<file path="src/rtl/icache_settings.svh">
`ifndef ICACHE_SETTINGS_SVH
`define ICACHE_SETTINGS_SVH

// fetch address split into tag, index and offset
`define ICACHE_ADDR_W      32
`define ICACHE_OFFSET_W    4
`define ICACHE_INDEX_W     7
`define ICACHE_TAG_W       21

// one line is two doublewords
`define ICACHE_LINE_W      128
`define ICACHE_WORD_W      64

// each way is split over two banks by the top index bit
`define ICACHE_BANK_DEPTH  64
`define ICACHE_BANK_AW     6

`endif

</file>
<file path="src/rtl/icache_pkg.sv">
package icache_pkg;

    // way number within a set
    typedef enum logic {
        WAY0 = 1'b0,
        WAY1 = 1'b1
    } way_e;

    // controller states
    // HIT returns data for the request accepted one cycle before
    typedef enum logic [2:0] {
        IDLE   = 3'd0,
        HIT    = 3'd1,
        MISS   = 3'd2,
        DATA   = 3'd3,
        REFILL = 3'd4
    } cache_state_e;

endpackage

</file>
<file path="src/rtl/icache_ctrl.sv">
`timescale 1ns/1ns
`include "icache_settings.svh"

module icache_ctrl (
    input  logic                        clk,
    input  logic                        rst,
    // fetch side
    input  logic [`ICACHE_ADDR_W-1:0]   i_addr,
    input  logic                        i_req,
    output logic                        o_ready,
    output logic                        o_accept,
    // directory and data store results
    input  logic                        i_hit0,
    input  logic                        i_hit1,
    input  icache_pkg::way_e            i_victim_way,
    input  logic [`ICACHE_LINE_W-1:0]   i_line0,
    input  logic [`ICACHE_LINE_W-1:0]   i_line1,
    // refill
    output logic                        o_fill_en,
    output icache_pkg::way_e            o_fill_way,
    output logic [`ICACHE_INDEX_W-1:0]  o_fill_index,
    output logic [`ICACHE_TAG_W-1:0]    o_fill_tag,
    output logic [`ICACHE_LINE_W-1:0]   o_fill_line,
    // response
    output logic [`ICACHE_WORD_W-1:0]   o_rdata,
    output logic                        o_valid,
    // memory read burst
    output logic                        o_axi_rd_req,
    output logic [`ICACHE_ADDR_W-1:0]   o_axi_rd_addr,
    input  logic                        i_axi_rd_ready,
    input  logic [`ICACHE_WORD_W-1:0]   i_axi_rdata,
    input  logic                        i_axi_rvalid,
    input  logic                        i_axi_rlast,
    // perf counting
    output logic                        o_hit_pulse,
    output logic                        o_req_pulse
);

    icache_pkg::cache_state_e state_q;
    icache_pkg::cache_state_e state_d;

    logic                       accept;
    logic                       hit;

    // request buffer
    logic [`ICACHE_ADDR_W-1:0]  addr_q;
    logic                       hit0_q;
    logic                       hit1_q;
    icache_pkg::way_e           victim_q;

    // burst assembly
    logic                       beat_q;
    logic [`ICACHE_LINE_W-1:0]  line_q;

    logic [`ICACHE_LINE_W-1:0]  hit_line;
    logic [`ICACHE_LINE_W-1:0]  src_line;

    assign o_ready  = (state_q == icache_pkg::IDLE) || (state_q == icache_pkg::HIT);
    assign accept   = i_req && o_ready;
    assign hit      = i_hit0 || i_hit1;
    assign o_accept = accept;

    assign o_req_pulse = accept;
    assign o_hit_pulse = accept && hit;

    always_ff @(posedge clk) begin
        if (accept) begin
            addr_q   <= i_addr;
            hit0_q   <= i_hit0;
            hit1_q   <= i_hit1;
            victim_q <= i_victim_way;
        end
    end

    always_comb begin
        state_d = state_q;
        case (state_q)
            icache_pkg::IDLE, icache_pkg::HIT: begin
                if (accept) begin
                    state_d = hit ? icache_pkg::HIT : icache_pkg::MISS;
                end else begin
                    state_d = icache_pkg::IDLE;
                end
            end
            icache_pkg::MISS: begin
                if (i_axi_rd_ready) begin
                    state_d = icache_pkg::DATA;
                end
            end
            icache_pkg::DATA: begin
                if (i_axi_rvalid && i_axi_rlast) begin
                    state_d = icache_pkg::REFILL;
                end
            end
            icache_pkg::REFILL: begin
                state_d = icache_pkg::IDLE;
            end
            default: begin
                state_d = icache_pkg::IDLE;
            end
        endcase
    end

    always_ff @(posedge clk) begin
        if (rst) begin
            state_q <= icache_pkg::IDLE;
        end else begin
            state_q <= state_d;
        end
    end

    assign o_axi_rd_req  = (state_q == icache_pkg::MISS);
    assign o_axi_rd_addr = {addr_q[`ICACHE_ADDR_W-1:`ICACHE_OFFSET_W], {`ICACHE_OFFSET_W{1'b0}}};

    // beat count restarts when the burst is granted
    always_ff @(posedge clk) begin
        if (rst) begin
            beat_q <= 1'b0;
        end else if (o_axi_rd_req && i_axi_rd_ready) begin
            beat_q <= 1'b0;
        end else if ((state_q == icache_pkg::DATA) && i_axi_rvalid) begin
            beat_q <= ~beat_q;
        end
    end

    // lower doubleword arrives first
    always_ff @(posedge clk) begin
        if ((state_q == icache_pkg::DATA) && i_axi_rvalid) begin
            if (beat_q) begin
                line_q[`ICACHE_LINE_W-1:`ICACHE_WORD_W] <= i_axi_rdata;
            end else begin
                line_q[`ICACHE_WORD_W-1:0] <= i_axi_rdata;
            end
        end
    end

    assign o_fill_en    = (state_q == icache_pkg::REFILL);
    assign o_fill_way   = victim_q;
    assign o_fill_index = addr_q[`ICACHE_OFFSET_W +: `ICACHE_INDEX_W];
    assign o_fill_tag   = addr_q[`ICACHE_ADDR_W-1 -: `ICACHE_TAG_W];
    assign o_fill_line  = line_q;

    assign hit_line = ({`ICACHE_LINE_W{hit0_q}} & i_line0)
                    | ({`ICACHE_LINE_W{hit1_q}} & i_line1);
    assign src_line = (state_q == icache_pkg::REFILL) ? line_q : hit_line;

    // offset bit 3 picks the doubleword
    assign o_rdata = addr_q[`ICACHE_OFFSET_W-1] ? src_line[`ICACHE_LINE_W-1:`ICACHE_WORD_W]
                                                : src_line[`ICACHE_WORD_W-1:0];
    assign o_valid = (state_q == icache_pkg::HIT) || (state_q == icache_pkg::REFILL);

endmodule

</file>
<file path="config.mk">
export PLATFORM = sky130hd
export DESIGN_NAME = icache_ctrl
export DESIGN_NICKNAME = d
export VERILOG_FILES = /design/src/rtl/icache_pkg.sv /design/src/rtl/icache_ctrl.sv
export VERILOG_INCLUDE_DIRS = /design/src /design/src/rtl
export SDC_FILE = /design/constraint.sdc
export NUM_CORES = 1
export LEC_CHECK = 0
export BUFFER_PORTS_ARGS = -buffer_cell sky130_fd_sc_hd__clkbuf_2
export CAP_MARGIN = 20
export CELL_PAD_IN_SITES_DETAIL_PLACEMENT = 1
export CELL_PAD_IN_SITES_GLOBAL_PLACEMENT = 2
export CORE_AREA = 8 8 236 238
export CTS_CLUSTER_DIAMETER = 60
export DETAILED_ROUTE_END_ITERATION = 8
export DIE_AREA = 0 0 244 246
export MAX_ROUTING_LAYER = met4
export PLACE_DENSITY = 0.6
export SKIP_CTS_REPAIR_TIMING = 1
export SYNTH_ARGS = -nofsm -noshare
export SYNTH_HDL_FRONTEND = slang
export SYNTH_SLANG_ARGS = --single-unit
</file>
<file path="constraint.sdc">
create_clock -name clk -period 6.7 [get_ports clk]
set_input_delay 1.005 -clock clk [delete_from_list [all_inputs] [get_ports clk]]
set_output_delay 1.005 -clock clk [all_outputs]
set_load 0.005 [all_outputs]
</file>
==> qor.csv, run 1 <==
metric,value,unit
critPathTopFamily,buffers and inverters,
ir_worst_vdd,147,uV
grt_setup_unrepaired,no,
layout.nets,1522,
maxCapViolations,0,
layout_commonest_cell,clkbuf_2,
cp-end-kind,primary output,
place_area,11400,um^2
ys_warn_count,0,
outcome,"finished, final reports clean",
die_x,244,um
start_util,15.7,%
crit_buf_inv,3,
die_h,246,um
setup_viol,0,
hold_viol,0,
postRouteAntennaNets,0,
routed_wl,42200,um
ctsLongestPathBuffers,2,
start_kind,flop,
slowest_delay,0.67,ns
cts_num_sinks,164,
drive_gt1_share,57.2,%
ys_types,28,
post_drt_via_cell_ratio,4.27,
antenna_found_initial,4,
yosys.area.top_type_share,59.0,%
totalPowerFinal,2.50,mW
detail_route.drc_violations,0,
first_global_vias,8719,
p_int,1.82,mW
hold_ws,0.586,ns
fin_crit_sh,67.2,%
synth_ff_type,edfxtp_1,
worst_pin_slew,0.845,ns
power_switching,0.676,mW
synth_area,8150,um^2
vias,7967,
final_cell_mix,"613 x clkbuf_2, 160 x edfxtp_1, 128 x a221oi_1",
synth_edf_count,160,
wl_per_cell,22.6,um
tns,0,ns
final_util,23.1,%
yosys.area.top_type,edfxtp_1,
rows,84,
leakagePower,4.99,nW
cts_tree,yes,
wl_met1,17000,um
p_per_area,208,nW/um^2
hold_path_class,reg2reg,
critPathRequiredTime,5.69,ns
final_area,12000,um^2
dr.pass1.iters,5,
htree_num_levels,4,
grtUsageTotal,13.8,%
syn2layout_area_growth,47.5,%
synth.top_cells.by_area,"edfxtp_1 59%, a221oi_1 14%, o32ai_1 6.0%",
crit_chain,"or3b_4, inv_4, buf_4, a221oi_1, o32ai_1, clkbuf_2",
crit_type,reg2out,
dp_hpwl,33600,um
max_freq,222,MHz
routabilityCongestion,0.825,
grt_overflow,0,
wl_met2,21900,um
cts-root-buf,clkbuf_16,
p_sw_share,27.1,%
met3WireLength,2460,um
core-area,52000,um^2
io_pins,621,
synthArstFlopShare,0,%
ys_ff_latch,164,
cp_max_fo,65,
port_buffers,613,
synth_cells,645,
clk_pin_slew,0.08,ns
worst_skew_pair.late_latency,0.47,ns
cts-buffers-inserted,17,
seqPwrFrac,46.3,%
power_frac_clock,38.6,%
pwr-share-comb,15.1,%
dieArea,60000,um^2
ys_seq_area_share,60.0,%
syn_area_per_cell,12.6,um^2
drt_iter0_drc,338,
max-slew-margin-rel,43.7,%
highest_layer,met4,
worst_path_max_delay_cell,buf_4,
grt_pass1_wl,59800,um
finClkSkew,0.0110,ns
grt_start_max_net_pins,70,
slew_viol_final,0,
cp_data_arrival_time,3.49,ns
period_needed,4.50,ns
-- cells by family after synthesis --
| kind of cell | after synthesis | share of synthesized area, % |
|---|---|---|
| other | 1 | 0.0460 |
| XOR/XNOR | 1 | 0.108 |
| buffers and inverters | 135 | 9.83 |
| AO/OA/AOI/OAI | 262 | 25.7 |
| flip-flops | 164 | 60.0 |
| AND/OR/NAND/NOR | 82 | 4.30 |
-- worst register-to-register path: stages (launching register included) --
cell and delay (ns):
dfxtp_1 0.50, nand4b_1 0.32, nor2_4 0.44, buf_4 0.55
-- cell type report --
class | count | area (um^2)
Clock inverter | 15 | 140
Fill cell | 6059 | 40000
Sequential cell | 164 | 4880
Multi-Input combinational cell | 349 | 2490
Antenna cell | 2 | 5.00
Clock buffer | 17 | 425
Inverter | 2 | 10.0
Tap cell | 688 | 861
Timing Repair Buffer | 627 | 3200
-- sequential cells by signal, indices dropped and copies added, names as in the netlist --
register and flops:
beat_q 1, o_fill_line 128, o_fill_way 1, hit0_q 1, state_q 3, hit1_q 1, addr_q 29
-- final timing paths --
path	from	to	slack [ns]	cells past startpoint
min reg2reg	beat_q	beat_q	0.59	2
max	state_q[2]	o_rdata[17]	2.20	6
min	beat_q	beat_q	0.59	2
max reg2reg	state_q[1]	o_fill_line[107]	4.44	3
-- cell usage after synthesis (2+ instances only) --
| library cell | instances |
|---|---|
| o21a_1 | 2 |
| a21oi_1 | 2 |
| o32ai_1 | 56 |
| buf_4 | 63 |
| clkbuf_1 | 53 |
| nor3b_1 | 3 |
| nor2_1 | 71 |
| edfxtp_1 | 160 |
| o21ai_0 | 44 |
| buf_2 | 10 |
| a221oi_1 | 128 |
| o32ai_2 | 8 |
| dfxtp_1 | 4 |
| buf_6 | 6 |
| o21ai_1 | 22 |
-- power groups by stage --
stage | Combinational, mW | Clock, mW | Sequential, mW
6_report | 0.377 | 0.964 | 1.15
5_1_grt | 0.412 | 1.04 | 1.16
4_1_cts | 0.385 | 1.01 | 1.16
3_5_place_dp | 0.384 | 0 | 1.18
3_3_place_gp | 0.380 | 0 | 1.18
2_1_floorplan | 0.180 | 0 | 1.17
-- metal layers --
metal / track usage, % / vias up
li1: - / 3680
met4: 4.61 / 0
met1: 15.5 / 3930
met2: 23.5 / 318
met3: 3.71 / 39
met5: - / -
-- per-stage QoR --
| stage | cells | worst slack [ns] |
|---|---|---|
| after floorplan | 648 | 1.73 |
| after global placement | 1828 | 2.70 |
| after detailed placement | 1829 | 2.71 |
| after CTS | 1861 | 2.14 |
| after global routing | 1864 | 1.99 |
| final | 1864 | 2.20 |
Note: power is estimated with default switching activity, not from simulation.
==> run 2: changes to the inputs <==
--- a/config.mk
+++ b/config.mk
@@ -10,12 +10,12 @@
 export CAP_MARGIN = 20
 export CELL_PAD_IN_SITES_DETAIL_PLACEMENT = 1
 export CELL_PAD_IN_SITES_GLOBAL_PLACEMENT = 2
-export CORE_AREA = 8 8 236 238
+export CORE_AREA = 8 8 234 236
 export CTS_CLUSTER_DIAMETER = 60
 export DETAILED_ROUTE_END_ITERATION = 8
-export DIE_AREA = 0 0 244 246
+export DIE_AREA = 0 0 242 244
 export MAX_ROUTING_LAYER = met4
-export PLACE_DENSITY = 0.6
+export PLACE_DENSITY = 0.61
 export SKIP_CTS_REPAIR_TIMING = 1
 export SYNTH_ARGS = -nofsm -noshare
 export SYNTH_HDL_FRONTEND = slang
==> constraint.sdc (replaced) <==
create_clock -name clk -period 4.35 [get_ports clk]
set_input_delay 0.6525 -clock clk [delete_from_list [all_inputs] [get_ports clk]]
set_output_delay 0.6525 -clock clk [all_outputs]
set_load 0.005 [all_outputs]
==> qor.csv, run 2 (synthesis results as in run 1) <==
metric,value,unit
worst_pin_slew,1.03,ns
start_kind,flop,
port_buffers,613,
cp-end-kind,primary output,
clk_pin_slew,0.08,ns
drt_iter0_drc,393,
grt_pass1_wl,61000,um
maxCapViolations,0,
postRouteAntennaNets,0,
post_drt_via_cell_ratio,4.31,
setup_viol,0,
worst_skew_pair.late_latency,0.47,ns
cp_data_arrival_time,2.92,ns
cts-buffers-inserted,17,
tns,0,ns
final_area,12100,um^2
die_h,244,um
grt_start_max_net_pins,129,
r2r-end,o_fill_line[115],
fin_crit_sh,82.2,%
stdcell_count,1857,
grt_setup_unrepaired,no,
final_cell_mix,"613 x clkbuf_2, 160 x edfxtp_1, 128 x a221oi_1",
start_util,16.0,%
first_global_vias,8789,
leakagePower,5.05,nW
largest_register_ffs,128,
ir_worst_vdd,243,uV
htree_num_levels,4,
core-area,50900,um^2
outcome,"finished, final reports clean",
dp.cells,1824,
layout.nets,1524,
ff2ff_setup_slack,2.13,ns
whs_endpoint,addr_q[7],
detail_route.drc_violations,0,
cts-root-buf,clkbuf_16,
critPathRequiredTime,3.70,ns
max-slew-margin-rel,31.3,%
routabilityCongestion,0.823,
hold_viol,0,
dp_hpwl,33600,um
crit_buf_inv,4,
antenna_found_initial,2,
p_per_area,324,nW/um^2
place_area,11500,um^2
ctsLongestPathBuffers,2,
vias,8010,
hold_path_class,in2reg,
crit_type,reg2out,
dieArea,59000,um^2
cts_num_sinks,164,
cp_max_fo,38,
final_util,23.8,%
min_from,i_addr[7],
worst_path_max_delay_cell,dfxtp_1,
routed_wl,41900,um
syn2layout_area_growth,48.8,%
whs_path_depth,1,
fill_cells,5916,
layout_commonest_cell,clkbuf_2,
period_needed,3.58,ns
drive_gt1_share,57.3,%
regToRegStartpoint,state_q[1],
r2r_cells,3,
slew_viol_final,0,
slowest_delay,0.52,ns
dr.pass1.iters,5,
critPathTopFamily,buffers and inverters,
hold_ws,0.351,ns
max_freq,280,MHz
rows,83,
die_x,242,um
finClkSkew,0.0131,ns
cts_tree,yes,
grtUsageTotal,14.2,%
wl_per_cell,22.6,um
grt_overflow,0,
io_pins,621,
crit_chain,"or3b_4, inv_4, buf_12, buf_4, a221oi_1, o32ai_1, clkbuf_2",
run 2: changes by cell type in the layout (fill, tap and decap cells not counted), sizes merged:
cell      before  now
buf           14   16
inv            9   13
clkinvlp       3    1
clkinv         5    3
diode          2    1
run 2: worst reg2reg max path, cell delays in order, from the launching register on:
cell      delay (ns)
dfxtp_1         0.51
nand4b_1        0.34
nor2_4          0.15
buf_4           0.78
run 2: worst max-delay path by stage:
stage	from	endpoint	cells after the start
2_1_floorplan	i_req	o_req_pulse	2
3_3_place_gp	state_q[2]	o_rdata[29]	6
3_5_place_dp	state_q[2]	o_rdata[48]	7
4_1_cts	state_q[2]	o_rdata[48]	7
5_1_grt	state_q[2]	o_rdata[44]	7
6_report	state_q[2]	o_rdata[44]	7
run 2: per-layer routing:
layer	vias up	global-route usage, %	wire [um]
li1	3688	-	-
met1	3922	15.7	16900
met2	349	24.1	21500
met3	51	4.09	2440
met4	0	5.13	1080
met5	-	-	0
run 2: power breakdown:
group / total (mW) / internal [mW] / switching [mW]
clock: 1.56 / 0.782 / 0.774
combinational: 0.587 / 0.295 / 0.292
sequential: 1.78 / 1.76 / 0.0185
run 2: layout make-up:
| cell class | instances | area, um^2 | share of cell area, % |
|---|---|---|---|
| flip-flops and latches | 164 | 4880 | 40.3 |
| repair buffers | 629 | 3280 | 27.0 |
| multi-input cells | 349 | 2490 | 20.6 |
| well taps | 680 | 851 | 7.02 |
| clock buffers | 17 | 425 | 3.51 |
| clock inverters | 15 | 178 | 1.47 |
| inverters | 2 | 10.0 | 0.0826 |
| diodes | 1 | 2.50 | 0.0207 |
run 2: through the flow:
step / power (mW) / worst slack, ns
detailed placement: 2.41 / 1.36
finish: 3.92 / 0.775
floorplan: 2.09 / 0.0899
global route: 4.10 / 0.628
global placement: 2.41 / 1.36
CTS: 4.02 / 0.759
==> run 3: changes to the inputs <==
--- a/config.mk
+++ b/config.mk
@@ -6,16 +6,17 @@
 export SDC_FILE = /design/constraint.sdc
 export NUM_CORES = 1
 export LEC_CHECK = 0
+export ABC_AREA = 1
 export BUFFER_PORTS_ARGS = -buffer_cell sky130_fd_sc_hd__clkbuf_2
 export CAP_MARGIN = 20
 export CELL_PAD_IN_SITES_DETAIL_PLACEMENT = 1
 export CELL_PAD_IN_SITES_GLOBAL_PLACEMENT = 2
-export CORE_AREA = 8 8 234 236
+export CORE_AREA = 8 8 232 234
 export CTS_CLUSTER_DIAMETER = 60
 export DETAILED_ROUTE_END_ITERATION = 8
-export DIE_AREA = 0 0 242 244
+export DIE_AREA = 0 0 240 242
 export MAX_ROUTING_LAYER = met4
-export PLACE_DENSITY = 0.61
+export PLACE_DENSITY = 0.7
 export SKIP_CTS_REPAIR_TIMING = 1
 export SYNTH_ARGS = -nofsm -noshare
 export SYNTH_HDL_FRONTEND = slang
==> constraint.sdc (replaced) <==
create_clock -name clk -period 3.2 [get_ports clk]
set_input_delay 0.48 -clock clk [delete_from_list [all_inputs] [get_ports clk]]
set_output_delay 0.48 -clock clk [all_outputs]
set_load 0.005 [all_outputs]
==> qor.csv, run 3 <==
metric,value,unit
hold_ws,0.173,ns
detail_route.drc_violations,0,
r2r-end,o_fill_line[6],
routabilityCongestion,0.899,
final_cell_mix,"613 x clkbuf_2, 415 x nand2_1, 160 x edfxtp_1",
worst_pin_slew,0.561,ns
synth_edf_count,160,
critPathRequiredTime,2.72,ns
synth.top_cells.by_area,"edfxtp_1 54%, nand2_1 18%, nand3_1 8.6%",
clk_pin_slew,0.07,ns
port_buffers,613,
max_freq,336,MHz
hold_viol,0,
r2r_cells,5,
drt_iter0_drc,373,
stdcell_count,2191,
rows,83,
worst_skew_pair.late_latency,0.48,ns
synth_ff_type,edfxtp_1,
p_per_area,428,nW/um^2
yosys.area.top_type_share,54.4,%
crit_chain,"nor2_1, nand2_8, buf_4, nand3_1, o211ai_1, nand2_1, clkbuf_2",
core-area,50500,um^2
ys_warn_count,0,
layout.nets,1858,
io_pins,621,
postRouteAntennaNets,0,
cts_num_sinks,164,
hold_path_class,in2reg,
fin_crit_sh,93.0,%
syn_area_per_cell,9.05,um^2
layout_commonest_cell,clkbuf_2,
ctsLongestPathBuffers,2,
post_drt_via_cell_ratio,4.15,
ir_worst_vdd,294,uV
cp_max_fo,46,
synth_area,8830,um^2
slowest_delay,0.50,ns
setup_viol,0,
routed_wl,45800,um
synthTopCellsByCount,"415 x nand2_1, 160 x edfxtp_1, 152 x nand3_1, 86 x o211ai_1, 61 x buf_4",
grt_start_max_net_pins,111,
ys_types,18,
die_x,240,um
first_global_vias,9705,
grt_setup_unrepaired,no,
cp_data_arrival_time,2.50,ns
ff2ff_setup_slack,1.28,ns
finClkSkew,0.0104,ns
synth.most_common_cell,nand2_1,
cts-root-buf,clkbuf_16,
cts-buffers-inserted,17,
antenna_found_initial,2,
outcome,"finished, final reports clean",
maxCapViolations,0,
syn2layout_area_growth,44.2,%
tns,0,ns
grt_overflow,0,
grt_pass1_wl,65700,um
period_needed,2.98,ns
regToRegStartpoint,state_q[1],
synth_cells,976,
ys_seq_area_share,55.3,%
start_util,17.5,%
cp-end-kind,primary output,
htree_num_levels,4,
grtUsageTotal,15.7,%
crit_end,o_rdata[2],
start_kind,flop,
crit_type,reg2out,
ys_ff_latch,164,
largest_register_ffs,128,
dieArea,58100,um^2
worst_path_max_delay_cell,buf_4,
vias,9100,
yosys.area.top_type,edfxtp_1,
synthArstFlopShare,0,%
leakagePower,6.22,nW
max-slew-margin-rel,62.5,%
critPathLaunch,state_q[1],
dp.cells,2158,
dp_hpwl,36000,um
drive_gt1_share,44.0,%
cts_tree,yes,
die_h,242,um
slew_viol_final,0,
wl_per_cell,20.9,um
dr.pass1.iters,5,
## run 3: cells by family after synthesis
| family | count (synthesis) | share of synthesized area (%) |
|---|---|---|
| simple gates | 577 | 26.8 |
| flops | 164 | 55.3 |
| buf+inv | 144 | 10.3 |
| compound gates | 90 | 7.56 |
| other cells | 1 | 0.0425 |
## run 3: worst min path at each step
stage,slack [ns],startpoint,endpoint,depth (start not counted)
6_report,0.17,i_addr[10],addr_q[10],1
5_1_grt,0.14,i_addr[16],addr_q[16],1
4_1_cts,0.11,i_addr[5],addr_q[5],1
3_5_place_dp,0.52,state_q[0],state_q[2],2
3_3_place_gp,0.50,state_q[0],state_q[2],2
2_1_floorplan,0.48,state_q[0],state_q[2],2
## run 3: worst max-delay path, delay by kind of cell (launching register included)
kind / cells / cell delay, ns
DFF: 1 / 0.40
and+or+nand+nor: 4 / 0.79
buffers and inverters: 2 / 0.61
AOI/OAI and AO/OA: 1 / 0.18
## run 3: per-layer routing
metal / track usage (%) / part of all wire [%]
met5: - / 0
met3: 3.76 / 6.4
met4: 6.35 / 3.1
met1: 18.1 / 41
met2: 26.1 / 50
## run 3: area by class of cell
class,instances,area (um^2)
Clock buffer,17,425
Sequential cell,164,4880
Fill cell,6236,37700
Antenna cell,1,2.50
Multi-Input combinational cell,671,3070
Inverter,13,51.3
Timing Repair Buffer,630,3330
Tap cell,680,851
Clock inverter,15,118
## run 3: report_power, final
part,internal [mW],total [mW],switching (mW)
combinational,0.445,1.02,0.574
clock,1.01,1.99,0.985
sequential,2.41,2.44,0.0316
## run 3: per-stage QoR
stage               power [mW]  area (um^2)  util (%)  worst slack (ns)
CTS                       5.58        12700      25.2             0.129
detailed placement        3.53        12200      24.1             0.719
global placement          3.51        12200      24.1             0.771
global route              5.71        12700      25.2            0.0613
finish                    5.45        12700      25.2             0.223
floorplan                 2.99         8850         -             0.423
